$ cat src/conv_cfg_pkg.sv
`default_nettype none

package conv_cfg_pkg;

    localparam int KERNEL_SIZE = 3;                 // Window edge in pixels

    typedef logic        [7:0]  pix_t;              // Unsigned input pixel
    typedef logic signed [7:0]  coef_t;             // Signed kernel tap
    typedef logic signed [31:0] sum_t;              // Window sum, wraps at 32 bits
    typedef logic        [15:0] dim_t;              // Image size or position

    // Index c*K+r selects column c, row r
    typedef coef_t [KERNEL_SIZE*KERNEL_SIZE-1:0] coef_set_t;

    // Register map, byte offsets
    localparam int unsigned REG_WIDTH     = 'h00;
    localparam int unsigned REG_HEIGHT    = 'h04;
    localparam int unsigned REG_CTRL      = 'h08;   // bit0 start
    localparam int unsigned REG_STATUS    = 'h0C;   // bit0 busy, read only
    localparam int unsigned REG_RESULT    = 'h10;   // Last accepted sum, read only
    localparam int unsigned REG_COEF_BASE = 'h20;   // Tap i at base + 4*i

    typedef struct packed {
        logic start;
        dim_t width;
        dim_t height;
    } ctrl_s;

endpackage

`default_nettype wire

$ cat src/conv_data_pkg.sv
`default_nettype none

package conv_data_pkg;

    import conv_cfg_pkg::*;

    localparam int COL_IDX_W = $clog2(KERNEL_SIZE);    // Bits for a window column number

    // One window column, top row at index 0
    typedef struct packed {
        pix_t [KERNEL_SIZE-1:0] pix;
        logic [COL_IDX_W-1:0]   col_idx;                // 0 is the leftmost column
        logic                   last_col;               // Closes the window
        logic                   last_img;               // Closes the image
    } pix_col_s;

    typedef struct packed {
        sum_t sum;
        logic last_col;
        logic last_img;
    } col_sum_s;

    typedef struct packed {
        sum_t sum;
        logic last;
    } result_s;

endpackage

`default_nettype wire

$ cat src/conv_regs.sv
`timescale 1ns/1ps
`default_nettype none

module conv_regs
    import conv_cfg_pkg::*;
    import conv_data_pkg::*;
#(
    parameter int ADDR_WIDTH = 8
) (
    input  wire                    axi_clk,
    input  wire                    rst_n,
    // AXI4-lite slave
    input  wire [ADDR_WIDTH-1:0]   s_axi_awaddr,
    input  wire                    s_axi_awvalid,
    output logic                   s_axi_awready,
    input  wire [31:0]             s_axi_wdata,
    input  wire                    s_axi_wvalid,
    output logic                   s_axi_wready,
    output logic                   s_axi_bvalid,
    input  wire                    s_axi_bready,
    input  wire [ADDR_WIDTH-1:0]   s_axi_araddr,
    input  wire                    s_axi_arvalid,
    output logic                   s_axi_arready,
    output logic [31:0]            s_axi_rdata,
    output logic                   s_axi_rvalid,
    input  wire                    s_axi_rready,
    // Engine side
    output ctrl_s                  ctrl,
    output coef_set_t              coefs,
    input  wire                    result_accepted,
    input  wire result_s           result,
    input  wire                    final_accepted
);

    logic [ADDR_WIDTH-1:0] wr_addr, rd_addr;   // Latched addresses
    logic [31:0]           wr_data;
    logic                  wr_fire;            // Both halves of a write are held
    logic                  busy;
    sum_t                  last_sum;           // Read back at REG_RESULT
    logic [31:0]           rd_mux;

    assign wr_fire = !s_axi_awready && !s_axi_wready && !s_axi_bvalid;

    ////////////////////////////////////////////////////////////////////////////
    // Handshakes and control state
    always_ff @(posedge axi_clk or negedge rst_n) begin
        if (!rst_n) begin
            s_axi_awready <= 1'b1;
            s_axi_wready  <= 1'b1;
            s_axi_bvalid  <= 1'b0;
            s_axi_arready <= 1'b1;
            s_axi_rvalid  <= 1'b0;
            ctrl          <= '0;
            busy          <= 1'b0;
        end else begin
            if (s_axi_awvalid && s_axi_awready) s_axi_awready <= 1'b0;  // aw taken
            if (s_axi_wvalid && s_axi_wready)   s_axi_wready  <= 1'b0;  // w taken
            if (final_accepted) begin       // Start self-clears once the image is done
                ctrl.start <= 1'b0;
                busy       <= 1'b0;
            end
            if (wr_fire) begin
                s_axi_bvalid <= 1'b1;
                case (wr_addr)
                    ADDR_WIDTH'(REG_WIDTH):  ctrl.width  <= wr_data[15:0];
                    ADDR_WIDTH'(REG_HEIGHT): ctrl.height <= wr_data[15:0];
                    ADDR_WIDTH'(REG_CTRL): begin
                        ctrl.start <= wr_data[0];
                        if (wr_data[0]) busy <= 1'b1;
                    end
                    default: ;                  // Coefficients handled below
                endcase
            end
            if (s_axi_bvalid && s_axi_bready) begin   // Reopen once the response is taken
                s_axi_bvalid  <= 1'b0;
                s_axi_awready <= 1'b1;
                s_axi_wready  <= 1'b1;
            end
            // Read channel
            if (s_axi_arvalid && s_axi_arready) s_axi_arready <= 1'b0;
            else if (!s_axi_arready && !s_axi_rvalid) s_axi_rvalid <= 1'b1;
            if (s_axi_rvalid && s_axi_rready) begin
                s_axi_rvalid  <= 1'b0;
                s_axi_arready <= 1'b1;
            end
        end
    end

    ////////////////////////////////////////////////////////////////////////////
    // Payload latches, taps and result capture
    always_ff @(posedge axi_clk) begin
        if (s_axi_awvalid && s_axi_awready) wr_addr <= s_axi_awaddr;
        if (s_axi_wvalid && s_axi_wready)   wr_data <= s_axi_wdata;
        if (s_axi_arvalid && s_axi_arready) rd_addr <= s_axi_araddr;
        if (!s_axi_arready && !s_axi_rvalid) s_axi_rdata <= rd_mux;  // Data with rvalid
        if (result_accepted) last_sum <= result.sum;
        for (int i = 0; i < KERNEL_SIZE*KERNEL_SIZE; i++) begin
            if (wr_fire && wr_addr == ADDR_WIDTH'(REG_COEF_BASE + 4*i))
                coefs[i] <= wr_data[7:0];
        end
    end

    // Read decode with zero for unmapped addresses
    always_comb begin
        rd_mux = '0;
        case (rd_addr)
            ADDR_WIDTH'(REG_WIDTH):  rd_mux = 32'(ctrl.width);
            ADDR_WIDTH'(REG_HEIGHT): rd_mux = 32'(ctrl.height);
            ADDR_WIDTH'(REG_CTRL):   rd_mux = 32'(ctrl.start);
            ADDR_WIDTH'(REG_STATUS): rd_mux = 32'(busy);
            ADDR_WIDTH'(REG_RESULT): rd_mux = last_sum;
            default: ;
        endcase
        for (int i = 0; i < KERNEL_SIZE*KERNEL_SIZE; i++) begin
            if (rd_addr == ADDR_WIDTH'(REG_COEF_BASE + 4*i))
                rd_mux = 32'(signed'(coefs[i]));   // Sign-extended tap
        end
    end

endmodule

`default_nettype wire

$ cat src/conv_top.sv
`timescale 1ns/1ps
`default_nettype none

module conv_top
    import conv_cfg_pkg::*;
    import conv_data_pkg::*;
#(
    parameter int ADDR_WIDTH = 8
) (
    input  wire                  axi_clk,
    input  wire                  rst_n,
    // AXI4-lite register port
    input  wire [ADDR_WIDTH-1:0] s_axi_awaddr,
    input  wire                  s_axi_awvalid,
    output logic                 s_axi_awready,
    input  wire [31:0]           s_axi_wdata,
    input  wire                  s_axi_wvalid,
    output logic                 s_axi_wready,
    output logic                 s_axi_bvalid,
    input  wire                  s_axi_bready,
    input  wire [ADDR_WIDTH-1:0] s_axi_araddr,
    input  wire                  s_axi_arvalid,
    output logic                 s_axi_arready,
    output logic [31:0]          s_axi_rdata,
    output logic                 s_axi_rvalid,
    input  wire                  s_axi_rready,
    // Pixel input stream
    input  wire                  s_axis_valid,
    input  wire pix_t            s_axis_data,
    output logic                 s_axis_ready,
    // Sum output stream
    output logic                 m_axis_valid,
    output sum_t                 m_axis_data,
    output logic                 m_axis_last,
    input  wire                  m_axis_ready
);

    ctrl_s     ctrl;
    coef_set_t coefs;
    pix_col_s  col;                             // Loader to MAC
    logic      col_valid, col_ready;
    col_sum_s  col_sum;                         // MAC to accumulator
    logic      sum_valid, sum_ready;
    result_s   win_res;                         // Accumulator to output buffer
    logic      res_valid, res_ready;
    result_s   acc_res;                         // Accepted beat, back to registers
    logic      result_accepted, final_accepted;

    conv_regs #(.ADDR_WIDTH(ADDR_WIDTH)) i_conv_regs (
        .axi_clk, .rst_n,
        .s_axi_awaddr, .s_axi_awvalid, .s_axi_awready,
        .s_axi_wdata, .s_axi_wvalid, .s_axi_wready,
        .s_axi_bvalid, .s_axi_bready,
        .s_axi_araddr, .s_axi_arvalid, .s_axi_arready,
        .s_axi_rdata, .s_axi_rvalid, .s_axi_rready,
        .ctrl, .coefs,
        .result_accepted, .result(acc_res), .final_accepted
    );

    window_loader i_window_loader (
        .axi_clk, .rst_n, .ctrl,
        .s_axis_valid, .s_axis_data, .s_axis_ready,
        .col_valid, .col, .col_ready
    );

    mac_column i_mac_column (
        .axi_clk, .rst_n, .coefs,
        .in_valid(col_valid), .in_col(col), .in_ready(col_ready),
        .out_valid(sum_valid), .out_sum(col_sum), .out_ready(sum_ready)
    );

    window_accumulator i_window_accumulator (
        .axi_clk, .rst_n,
        .in_valid(sum_valid), .in_sum(col_sum), .in_ready(sum_ready),
        .out_valid(res_valid), .out_result(win_res), .out_ready(res_ready)
    );

    result_stream i_result_stream (
        .axi_clk, .rst_n,
        .in_valid(res_valid), .in_result(win_res), .in_ready(res_ready),
        .m_axis_valid, .m_axis_data, .m_axis_last, .m_axis_ready,
        .result_accepted, .result(acc_res), .final_accepted
    );

endmodule

`default_nettype wire

$ cat src/mac_column.sv
`timescale 1ns/1ps
`default_nettype none

module mac_column
    import conv_cfg_pkg::*;
    import conv_data_pkg::*;
(
    input  wire            axi_clk,
    input  wire            rst_n,
    input  wire coef_set_t coefs,
    input  wire            in_valid,
    input  wire pix_col_s  in_col,
    output logic           in_ready,
    output logic           out_valid,
    output col_sum_s       out_sum,
    input  wire            out_ready
);

    sum_t col_acc;                      // Combinational column dot product

    assign in_ready = !out_valid || out_ready;     // Empty or draining

    // A zero top bit keeps the unsigned pixel positive in the signed multiply
    always_comb begin
        col_acc = '0;
        for (int r = 0; r < KERNEL_SIZE; r++) begin
            col_acc = col_acc + sum_t'($signed({1'b0, in_col.pix[r]}))
                      * sum_t'(coefs[in_col.col_idx*KERNEL_SIZE + r]);
        end
    end

    always_ff @(posedge axi_clk or negedge rst_n) begin
        if (!rst_n) begin
            out_valid <= 1'b0;
        end else if (in_ready) begin
            out_valid <= in_valid;
        end
    end

    always_ff @(posedge axi_clk) begin
        if (in_valid && in_ready) begin
            out_sum.sum      <= col_acc;
            out_sum.last_col <= in_col.last_col;   // Flags ride along
            out_sum.last_img <= in_col.last_img;
        end
    end

endmodule

`default_nettype wire

$ cat src/result_stream.sv
`timescale 1ns/1ps
`default_nettype none

module result_stream
    import conv_cfg_pkg::*;
    import conv_data_pkg::*;
(
    input  wire          axi_clk,
    input  wire          rst_n,
    input  wire          in_valid,
    input  wire result_s in_result,
    output logic         in_ready,
    // AXI4-stream master
    output logic         m_axis_valid,
    output sum_t         m_axis_data,
    output logic         m_axis_last,
    input  wire          m_axis_ready,
    // Reports to the register file
    output logic         result_accepted,
    output result_s      result,
    output logic         final_accepted
);

    result_s    mem [2];            // Two-entry store
    logic       wr_ptr, rd_ptr;
    logic [1:0] count;              // Entries held, 0 to 2
    logic       push, pop;

    assign in_ready     = (count != 2'd2);     // Ready while a slot is free
    assign m_axis_valid = (count != 2'd0);
    assign push         = in_valid && in_ready;
    assign pop          = m_axis_valid && m_axis_ready;

    assign result          = mem[rd_ptr];      // Head entry
    assign m_axis_data     = result.sum;
    assign m_axis_last     = result.last;
    assign result_accepted = pop;
    assign final_accepted  = pop && result.last;

    always_ff @(posedge axi_clk or negedge rst_n) begin
        if (!rst_n) begin
            wr_ptr <= 1'b0;
            rd_ptr <= 1'b0;
            count  <= 2'd0;
        end else begin
            if (push) wr_ptr <= !wr_ptr;
            if (pop)  rd_ptr <= !rd_ptr;
            count <= count + 2'(push) - 2'(pop);
        end
    end

    always_ff @(posedge axi_clk) begin
        if (push) mem[wr_ptr] <= in_result;
    end

endmodule

`default_nettype wire

$ cat src/window_accumulator.sv
`timescale 1ns/1ps
`default_nettype none

module window_accumulator
    import conv_cfg_pkg::*;
    import conv_data_pkg::*;
(
    input  wire           axi_clk,
    input  wire           rst_n,
    input  wire           in_valid,
    input  wire col_sum_s in_sum,
    output logic          in_ready,
    output logic          out_valid,
    output result_s       out_result,
    input  wire           out_ready
);

    localparam int CNT_W = $clog2(KERNEL_SIZE + 1);

    sum_t             total;            // Running window total
    logic [CNT_W-1:0] col_cnt;          // Columns added so far
    logic [CNT_W-1:0] win_cnt;          // Columns in the presented result
    logic             take;

    assign in_ready = !out_valid || out_ready;
    assign take     = in_valid && in_ready;

    always_ff @(posedge axi_clk or negedge rst_n) begin
        if (!rst_n) begin
            out_valid <= 1'b0;
            total     <= '0;
            col_cnt   <= '0;
        end else begin
            if (out_ready) out_valid <= 1'b0;
            if (take) begin
                if (in_sum.last_col) begin          // Window closes, restart
                    total     <= '0;
                    col_cnt   <= '0;
                    out_valid <= 1'b1;
                end else begin
                    total   <= total + in_sum.sum;
                    col_cnt <= col_cnt + 1'b1;
                end
            end
        end
    end

    always_ff @(posedge axi_clk) begin
        if (take && in_sum.last_col) begin
            out_result.sum  <= total + in_sum.sum;
            out_result.last <= in_sum.last_img;
            win_cnt         <= col_cnt + 1'b1;
        end
    end

    // Loader tagging and MAC ordering must give exactly K columns per window
    a_full_window: assert property (@(posedge axi_clk) disable iff (!rst_n)
        out_valid |-> win_cnt == CNT_W'(KERNEL_SIZE));

endmodule

`default_nettype wire

$ cat src/window_loader.sv
`timescale 1ns/1ps
`default_nettype none

module window_loader
    import conv_cfg_pkg::*;
    import conv_data_pkg::*;
(
    input  wire         axi_clk,
    input  wire         rst_n,
    input  wire ctrl_s  ctrl,
    // AXI4-stream slave, one pixel per beat
    input  wire         s_axis_valid,
    input  wire pix_t   s_axis_data,
    output logic        s_axis_ready,
    // Column link to the MAC
    output logic        col_valid,
    output pix_col_s    col,
    input  wire         col_ready
);

    localparam logic [COL_IDX_W-1:0] LAST_IDX = COL_IDX_W'(KERNEL_SIZE - 1);

    typedef enum logic [1:0] {idle, fill, issue} state_e;

    state_e                                 state;
    pix_t [KERNEL_SIZE-1:0][KERNEL_SIZE-1:0] win;   // [column][row]
    logic [COL_IDX_W-1:0] fill_col, fill_row;       // Next slot to write
    logic [COL_IDX_W-1:0] issue_idx;                // Column being sent
    dim_t                 x, y;                     // Window origin in the image
    logic                 start_q;                  // For start edge detect
    logic                 last_x, last_y;
    logic                 beat, col_fire, done;

    assign last_x   = (x == ctrl.width  - dim_t'(KERNEL_SIZE));
    assign last_y   = (y == ctrl.height - dim_t'(KERNEL_SIZE));
    assign beat     = s_axis_valid && s_axis_ready;
    assign col_fire = col_valid && col_ready;
    assign done     = col_fire && col.last_img;     // Image-last column leaves

    assign s_axis_ready = (state == fill) && ctrl.start;
    assign col_valid    = (state == issue);

    always_comb begin
        col.pix      = win[issue_idx];
        col.col_idx  = issue_idx;
        col.last_col = (issue_idx == LAST_IDX);
        col.last_img = col.last_col && last_x && last_y;
    end

    ////////////////////////////////////////////////////////////////////////////
    // Position tracking FSM
    always_ff @(posedge axi_clk or negedge rst_n) begin
        if (!rst_n) begin
            state     <= idle;
            start_q   <= 1'b0;
            x         <= '0;
            y         <= '0;
            fill_col  <= '0;
            fill_row  <= '0;
            issue_idx <= '0;
        end else begin
            start_q <= ctrl.start;
            case (state)
                idle: if (ctrl.start && !start_q) begin    // New image
                    state    <= fill;
                    x        <= '0;
                    y        <= '0;
                    fill_col <= '0;
                    fill_row <= '0;
                end
                fill: if (beat) begin
                    if (fill_row == LAST_IDX) begin        // Column complete
                        fill_row <= '0;
                        if (fill_col == LAST_IDX) begin
                            state     <= issue;
                            issue_idx <= '0;
                        end else begin
                            fill_col <= fill_col + 1'b1;
                        end
                    end else begin
                        fill_row <= fill_row + 1'b1;
                    end
                end
                issue: if (col_fire) begin
                    if (!col.last_col) begin
                        issue_idx <= issue_idx + 1'b1;
                    end else if (done) begin
                        state <= idle;
                    end else begin
                        state    <= fill;
                        fill_row <= '0;
                        if (last_x) begin                  // Wrap to next row, full reload
                            x        <= '0;
                            y        <= y + 1'b1;
                            fill_col <= '0;
                        end else begin                     // Slide by one column
                            x        <= x + 1'b1;
                            fill_col <= LAST_IDX;
                        end
                    end
                end
                default: state <= idle;
            endcase
        end
    end

    // Column buffer, oldest column drops out on a slide
    always_ff @(posedge axi_clk) begin
        if (beat) begin
            win[fill_col][fill_row] <= s_axis_data;
        end else if (col_fire && col.last_col && !last_x) begin
            for (int c = 0; c < KERNEL_SIZE - 1; c++)
                win[c] <= win[c+1];
        end
    end

    a_col_stable: assert property (@(posedge axi_clk) disable iff (!rst_n)
        col_valid && !col_ready |=> col_valid && $stable(col));

endmodule

`default_nettype wire
$ cat config.mk
export PLATFORM = sky130hd
export DESIGN_NAME = conv_top
export DESIGN_NICKNAME = d
export VERILOG_FILES = /design/src/conv_cfg_pkg.sv /design/src/conv_data_pkg.sv /design/src/conv_regs.sv /design/src/conv_top.sv /design/src/mac_column.sv /design/src/result_stream.sv /design/src/window_accumulator.sv /design/src/window_loader.sv
export SDC_FILE = /design/constraint.sdc
export NUM_CORES = 1
export LEC_CHECK = 0
export ABC_AREA = 1
export BUFFER_PORTS_ARGS = -buffer_cell sky130_fd_sc_hd__buf_2
export CAP_MARGIN = 20
export CORE_MARGIN = 5
export CORE_UTILIZATION = 36
export CTS_CLUSTER_SIZE = 14
export DETAILED_ROUTE_END_ITERATION = 8
export RECOVER_POWER = 50
export SLEW_MARGIN = 20
export SYNTH_ARGS = -nofsm -noshare
export SYNTH_HDL_FRONTEND = slang
export SYNTH_SLANG_ARGS = --single-unit
$ cat constraint.sdc
create_clock -name axi_clk -period 16.56 [get_ports axi_clk]
set_input_delay 2.484 -clock axi_clk [delete_from_list [all_inputs] [get_ports axi_clk]]
set_output_delay 2.484 -clock axi_clk [all_outputs]
set_load 0.05 [all_outputs]
==> reports/results.txt, run 1 <==
Gate Count Post-Synth: 3604
Post-route ant nets: 0
Slew HR: -93.4%
GRT overflow: 0
Post-layout min period: 10.84 ns
RSZ-0062 raised after global routing: false
CP endpoint kind: flip-flop
Post-CTS Resized: 0
Failing checks: max-capacitance violations, max-slew violations
Post-Syn Area: 0.0320 sq mm
Status: finished, violations left
Post-DR vias/cell: 5.01
Seq cells post-synth: 491
Crit path arrival time: 11.29 ns
# rows: 109
Die outline width: 308 microns
Clock buffer count from CTS: 53
Clk sinks: 491
Clk_skew: 0.0439 ns
Synth-to-layout area growth: 11.5%
Die area: 0.0951 sq mm
CTS clk-pin slew, worst paths: 0.06 ns
DR pass1 iterations: 5
Largest net degree at the start of global routing: 68
Vias in the first global route: 24500
Core Util, Final: 40.4%
Final Wtd Congestion: 0.927
Fin. Hold Viols: 0
First-pass GRT wire length: 137 mm
EDFF count, synth: 373
Hold path start: i_window_accumulator.out_result[11]$_DFFE_PP_
Core Area: 0.0884 sq mm
Initial antenna violation count: 0
Clk root buf: clkbuf_16
YS warnings: 0
Ant diodes: 0
Reg2Reg Launch Point: i_window_loader.issue_idx[0]$_DFFE_PN0P_
Chip Height: 308 microns
Post-CTS setup buffer count: 0
Initial Util: 36.3%
Slowest-stage cell, CP: clkbuf_1
Final period util: 65.4%
HP Class: flip-flop to flip-flop
FF-to-FF path depth: 35
WHS Endpoint: i_result_stream.mem[1][11]$_DFFE_PP_
Crit path launch type: flip-flop
Routed via count: 24600
Htree depth: 2
Initial DRC Count: 2027
Worst-Margin Slew: 2.90 ns
# nets final: 4094
Drc violations: 0
Clock latency on the worst-skew pair: 0.64 ns
Worst setup path class: flip-flop to flip-flop
Max cap viols: 10
Worst-path fanout max: 47
Share of cells above drive strength 1: 7.15%
Post-synthesis sequential area ratio: 44.2%
FF-to-FF setup slack: 5.72 ns
Max Fclk: 0.0923 GHz
Post-synth ARST share: 24.0%
Synthesized Nets: 3991
Critical Path Max Stage Delay: 1.45 ns
Placed wire-length estimate: 66.5 mm
Synth unique cells: 57
Final WL: 86.8 mm
Critical path required time: 17.02 ns
I/O Buffers: 120
Syn Area/Cell: 8.89 sq um
DR WL/cell: 17.7 microns
Max clock buf depth: 3
Final Setup Violations: 0
Predominant post-synthesis flop cell: edfxtp_1
Gr usage total: 18.1%
Max Slew Vio Count: 349
Hold Buf Count CTS: 0
Ports: 137
Worst Hold Depth: 0
RR Endpoint: i_mac_column.out_sum[33]$_DFFE_PP_
TritonCTS clock tree: done
Most frequent cell on the critical path: inv_1
Setup TNS: 0 ns
metal layers:
layer	vias to the layer above	GRT usage [%]	routed length [microns]
met5	-	0	0
met4	0	3.84	1710
met3	109	2.45	4540
met2	631	31.6	42800
met1	11800	24.2	37800
li1	12000	-	-
cells in the mapped netlist, types with 4 or more instances:
| master | count | share of area [%] |
|---|---|---|
| a21oi_1 | 137 | 2.1 |
| inv_2 | 7 | 0.082 |
| clkbuf_1 | 71 | 0.83 |
| and2_1 | 5 | 0.098 |
| o21ai_1 | 9 | 0.14 |
| o21bai_1 | 10 | 0.23 |
| a21boi_0 | 4 | 0.094 |
| a22o_1 | 20 | 0.55 |
| nand2_1 | 763 | 8.9 |
| o221ai_1 | 5 | 0.14 |
| nand2_2 | 15 | 0.29 |
| nor4_1 | 14 | 0.27 |
| inv_1 | 581 | 6.8 |
| xor2_1 | 80 | 2.2 |
| o211ai_1 | 7 | 0.16 |
| a31oi_1 | 5 | 0.098 |
| edfxtp_1 | 373 | 35 |
| ha_1 | 192 | 7.5 |
| mux2i_1 | 6 | 0.19 |
| o22ai_1 | 50 | 0.98 |
| nor3_1 | 53 | 0.83 |
| dfrtp_1 | 115 | 9.0 |
| or2_2 | 11 | 0.21 |
| nand3_1 | 112 | 1.7 |
| nor2_1 | 393 | 4.6 |
| o21a_1 | 23 | 0.54 |
| fa_1 | 130 | 8.1 |
| nand3b_1 | 7 | 0.16 |
| nor2_2 | 7 | 0.14 |
| a21o_1 | 4 | 0.094 |
| nor2_4 | 6 | 0.21 |
| a211oi_1 | 20 | 0.47 |
| xnor2_1 | 36 | 0.98 |
| buf_2 | 10 | 0.16 |
| buf_1 | 6 | 0.070 |
| nand4_1 | 86 | 1.7 |
| o21ai_0 | 196 | 3.1 |
cell usage in the layout, fill, tap and decap left out, types with 5 or more instances in the layout:
cell	count
buf_2	100
fa_1	130
o211ai_1	7
xnor2_1	36
nor3_1	51
or2_2	11
clkbuf_16	55
o21ai_1	9
o21a_1	23
a22o_1	20
o22ai_1	50
nor2_2	9
clkbuf_1	33
nand2_2	15
a21oi_1	137
nor4_1	13
xor2_1	80
clkbuf_8	8
nand3b_1	7
bufinv_16	6
ha_1	192
nor2_4	7
inv_2	7
o221ai_1	5
clkinv_1	8
mux2i_1	6
a211oi_1	20
clkinv_2	5
dfrtp_1	114
edfxtp_1	373
nor2_1	390
a31oi_1	5
buf_4	11
nand4_1	86
nand2_1	763
inv_1	581
o21bai_1	10
o21ai_0	196
nand3_1	112
how the worst max path moves through the flow:
| stage | from | to | slack [ns] | cells after the start |
|---|---|---|---|---|
| 5_1_grt | i_window_loader.issue_idx[0]$_DFFE_PN0P_ | i_mac_column.out_sum[31]$_DFFE_PP_ | 4.91 | 35 |
| 3_3_place_gp | i_window_loader.issue_idx[0]$_DFFE_PN0P_ | i_mac_column.out_sum[33]$_DFFE_PP_ | 7.04 | 35 |
| 3_5_place_dp | i_window_loader.issue_idx[0]$_DFFE_PN0P_ | i_mac_column.out_sum[33]$_DFFE_PP_ | 6.97 | 35 |
| 6_report | i_window_loader.issue_idx[0]$_DFFE_PN0P_ | i_mac_column.out_sum[33]$_DFFE_PP_ | 5.72 | 35 |
| 4_1_cts | i_window_loader.issue_idx[0]$_DFFE_PN0P_ | i_mac_column.out_sum[33]$_DFFE_PP_ | 6.93 | 35 |
| 2_1_floorplan | i_window_loader.issue_idx[0]$_DFFE_PN0P_ | i_mac_column.out_sum[20]$_DFFE_PP_ | 8.81 | 37 |
sequential cells by signal, indices dropped and copies added (netlist names), 32 cells and up:
register                         count
i_window_accumulator.out_result     33
i_mac_column.out_sum                34
i_conv_regs.ctrl                    33
i_result_stream.mem                 66
i_window_accumulator.total          32
i_conv_regs.coefs                   72
i_window_loader.win                 72
i_conv_regs.last_sum                32
i_conv_regs.s_axi_rdata             32
worst max-delay path, delay by kind of cell (launching register included):
kind,cells,cell delay (ns)
xor gates and xnor gates,1,0.36
and+or+nand+nor,5,0.89
adders and majority gates,8,3.44
DFF,1,0.34
AOI/OAI and AO/OA,8,1.96
buffers and inverters,13,3.63
kinds of logic after synthesis:
family	synth area share, %
buf+inv	8.15
compound gates	9.10
fa+ha+maj	15.6
flops	44.2
simple gates	19.6
mux	0.187
xor+xnor	3.17
stage by stage:
step / setup slack [ns] / std cells / hold WS, ns / instance area, sq um
after floorplan: 8.81 / 3604 / 0.400 / 32000
after global placement: 7.04 / 4817 / 0.422 / 33900
after detailed placement: 6.97 / 4817 / 0.430 / 33900
after CTS: 6.93 / 4915 / 0.445 / 35800
after global routing: 4.91 / 4915 / 0.452 / 35700
final: 5.72 / 4915 / 0.440 / 35700
layout make-up:
cell class              instances  area [sq um]
clock buffers                  68          1510
clock inverters                30           398
fillers                      8776         52600
inverters                     591          2220
multi-input cells            2430         15300
flip-flops and latches        491         14200
well taps                    1165          1460
repair buffers                140           699
Power of run 1 is not shown: default switching activity piles up to over one toggle a cycle in this logic, so the estimate is an artifact.
==> run 2, diff against run 1 <==
--- a/config.mk
+++ b/config.mk
@@ -5,7 +5,7 @@
 export SDC_FILE = /design/constraint.sdc
 export NUM_CORES = 1
 export LEC_CHECK = 0
-export ABC_AREA = 1
+export ABC_AREA = 0
 export BUFFER_PORTS_ARGS = -buffer_cell sky130_fd_sc_hd__buf_2
 export CAP_MARGIN = 20
 export CORE_MARGIN = 5
==> constraint.sdc (replaced) <==
create_clock -name axi_clk -period 9.65 [get_ports axi_clk]
set_input_delay 1.4475 -clock axi_clk [delete_from_list [all_inputs] [get_ports axi_clk]]
set_output_delay 1.4475 -clock axi_clk [all_outputs]
set_load 0.05 [all_outputs]
==> reports/results.txt, run 2 <==
Syn Area/Cell: 11.4 sq um
Post-Syn Area: 0.0307 sq mm
Share of cells above drive strength 1: 12.5%
Gr usage total: 16.6%
Critical path required time: 10.06 ns
Synth top area cells: edfxtp_1, dfrtp_1, fa_1, ha_1, inv_1
Largest family of logic cells by synthesized area: adder cells
Hold WS: 0.420 ns
Synth-to-layout area growth: 12.1%
Post-CTS Resized: 0
Clock buffer count from CTS: 51
Total power: 5.48 mW
GRT overflow: 0
Vias in the first global route: 20500
Top flop regs: i_conv_regs.coefs: 72 flops, i_window_loader.win: 72 flops, i_result_stream.mem: 66 flops
Critical Path Max Stage Delay: 0.66 ns
Initial DRC Count: 1760
Post-layout min period: 8.71 ns
Post-route ant nets: 0
Synth unique cells: 86
Most common cell after layout, fill and taps aside: edfxtp_1
Post-synthesis simple-gate area fraction: 12.2%
Die outline width: 302 microns
Routed via count: 21100
Clk sinks: 491
Crit path launch type: flip-flop
CTS clk-pin slew, worst paths: 0.06 ns
Core Area: 0.0849 sq mm
Chip Height: 302 microns
Placed wire-length estimate: 57.4 mm
Max Fclk: 0.115 GHz
Htree depth: 2
Slowest-stage cell, CP: dfrtp_4
Predominant post-synthesis flop cell: edfxtp_1
Synthesized Nets: 3076
Initial antenna violation count: 2
Post-synth ARST share: 24.0%
Max clock buf depth: 3
Post-CTS setup buffer count: 0
Final period util: 90.3%
Final Wtd Congestion: 0.883
Largest net degree at the start of global routing: 70
RSZ-0062 raised after global routing: false
Ports: 137
Reg2Reg Launch Point: i_window_loader.issue_idx[0]$_DFFE_PN0P_
Final WL: 77.1 mm
CP endpoint kind: flip-flop
DR pass1 iterations: 9
Post-DR vias/cell: 5.27
Crit path arrival time: 9.12 ns
Failing checks: max-capacitance violations, max-slew violations
Status: finished, violations left
Clock latency on the worst-skew pair: 0.62 ns
Max cap viols: 9
Seq cells post-synth: 491
Compound-gate portion of the synthesized area: 10.3%
Commonest cells after routing, fill and taps aside: edfxtp_1, inv_1, nor2_1
Hold path start: i_mac_column.out_sum[0]$_DFFE_PP_
First-pass GRT wire length: 120 mm
Max Slew Vio Count: 310
Clk_skew: 0.0515 ns
Hold Buf Count CTS: 0
CP Launch Point: i_window_loader.issue_idx[0]$_DFFE_PN0P_
DR WL/cell: 19.3 microns
YS warnings: 0
Fin. Hold Viols: 0
Clk root buf: clkbuf_16
EDFF count, synth: 373
Ant diodes: 0
Most common cell in the synthesized netlist: edfxtp_1
Top cells by count, synth: edfxtp_1, inv_1, nor2_1
Worst setup path class: flip-flop to flip-flop
Pwr Density: 159 mW/mm^2
Leak: 14.5 nW
I/O Buffers: 120
Worst-path fanout max: 28
Die area: 0.0912 sq mm
Synth Area in XOR/XNOR: 4.15%
Largest area contributor in the netlist: edfxtp_1
# nets final: 3197
Gate Count Post-Synth: 2689
Worst-Margin Slew: 4.40 ns
Final Setup Violations: 0
Post-synthesis sequential area ratio: 46.1%
HP Class: flip-flop to flip-flop
Post-synthesis mux area share: 6.38%
Share of the synthesized area in the top cell type: 36.5%
Initial Util: 36.2%
TritonCTS clock tree: done
Setup TNS: 0 ns
Drc violations: 0
# rows: 107
Fill count: 8163
Slew HR: -193%
Post-Synth Adder-Cell Area: 16.3%
Worst VDD drop: 0.168 mV
[run 2: changes by cell type after synthesis, sizes merged, moves of 30 or more]
cell	before	now
nand2	780	152
o21ai	206	63
mux2	0	74
a22o	20	84
nand2b	0	52
xor2	80	50
inv	588	276
mux2i	6	45
xnor2	36	93
o22ai	50	1
mux4	0	30
nor2	407	269
nand3	115	58
nand4	88	23
[run 2: worst paths after layout]
check	end	slack [ns]	cells past startpoint
max reg2reg	i_mac_column.out_sum[31]$_DFFE_PP_	0.94	32
min in group asynchronous	i_conv_regs.ctrl[24]$_DFFE_PN0P_	2.40	1
min	i_window_accumulator.out_result[0]$_DFFE_PP_	0.42	0
max	i_mac_column.out_sum[31]$_DFFE_PP_	0.94	32
max in group asynchronous	i_window_loader.issue_idx[0]$_DFFE_PN0P_	4.17	1
min reg2reg	i_window_accumulator.out_result[0]$_DFFE_PP_	0.42	0
[run 2: metal layers]
layer	up-vias	routed length [microns]	track usage, %
met5	-	0	0
li1	9839	-	-
met4	0	1970	4.37
met3	113	4310	2.10
met2	585	36700	27.6
met1	10500	34100	23.2
[run 2: cell families after synthesis]
group | after synthesis
simple gates | 765
fa+ha+maj | 322
xor+xnor | 144
flops | 491
compound gates | 448
mux | 149
buf+inv | 370
[run 2: worst max-delay path: cells and delay by family (launching register included)]
family / cells / cell delay (ns)
compound gates: 7 / 1.85
xor+xnor: 1 / 0.15
fa+ha+maj: 8 / 3.41
buf+inv: 7 / 0.98
flops: 1 / 0.66
mux: 2 / 0.51
simple gates: 7 / 0.92
[run 2: final cells by class]
class                           count  area [sq um]  share of cell area [%]
Multi-Input combinational cell   1828         15200                    44.1
Inverter                          276          1040                    3.01
Clock inverter                     27           305                   0.887
Sequential cell                   491         14200                    41.2
Timing Repair Buffer              162           876                    2.55
Clock buffer                       69          1430                    4.14
Tap cell                         1144          1430                    4.16
[run 2: power breakdown]
group          switching, mW  internal, mW
sequential             0.102          2.43
combinational          0.691         0.255
clock                  0.865          1.13
[run 2: per-stage QoR]
| step | cells | utilization (%) | worst slack (ns) | cell area (sq um) |
|---|---|---|---|---|
| CTS | 3997 | 40.6 | 0.921 | 34500 |
| global placement | 3900 | 38.6 | 0.966 | 32700 |
| global route | 3997 | 40.5 | 0.334 | 34400 |
| floorplan | 2689 | - | 0.619 | 30700 |
| finish | 3997 | 40.5 | 0.937 | 34400 |
| detailed placement | 3901 | 38.6 | 0.952 | 32700 |
Note: power is estimated with default switching activity, not from simulation.
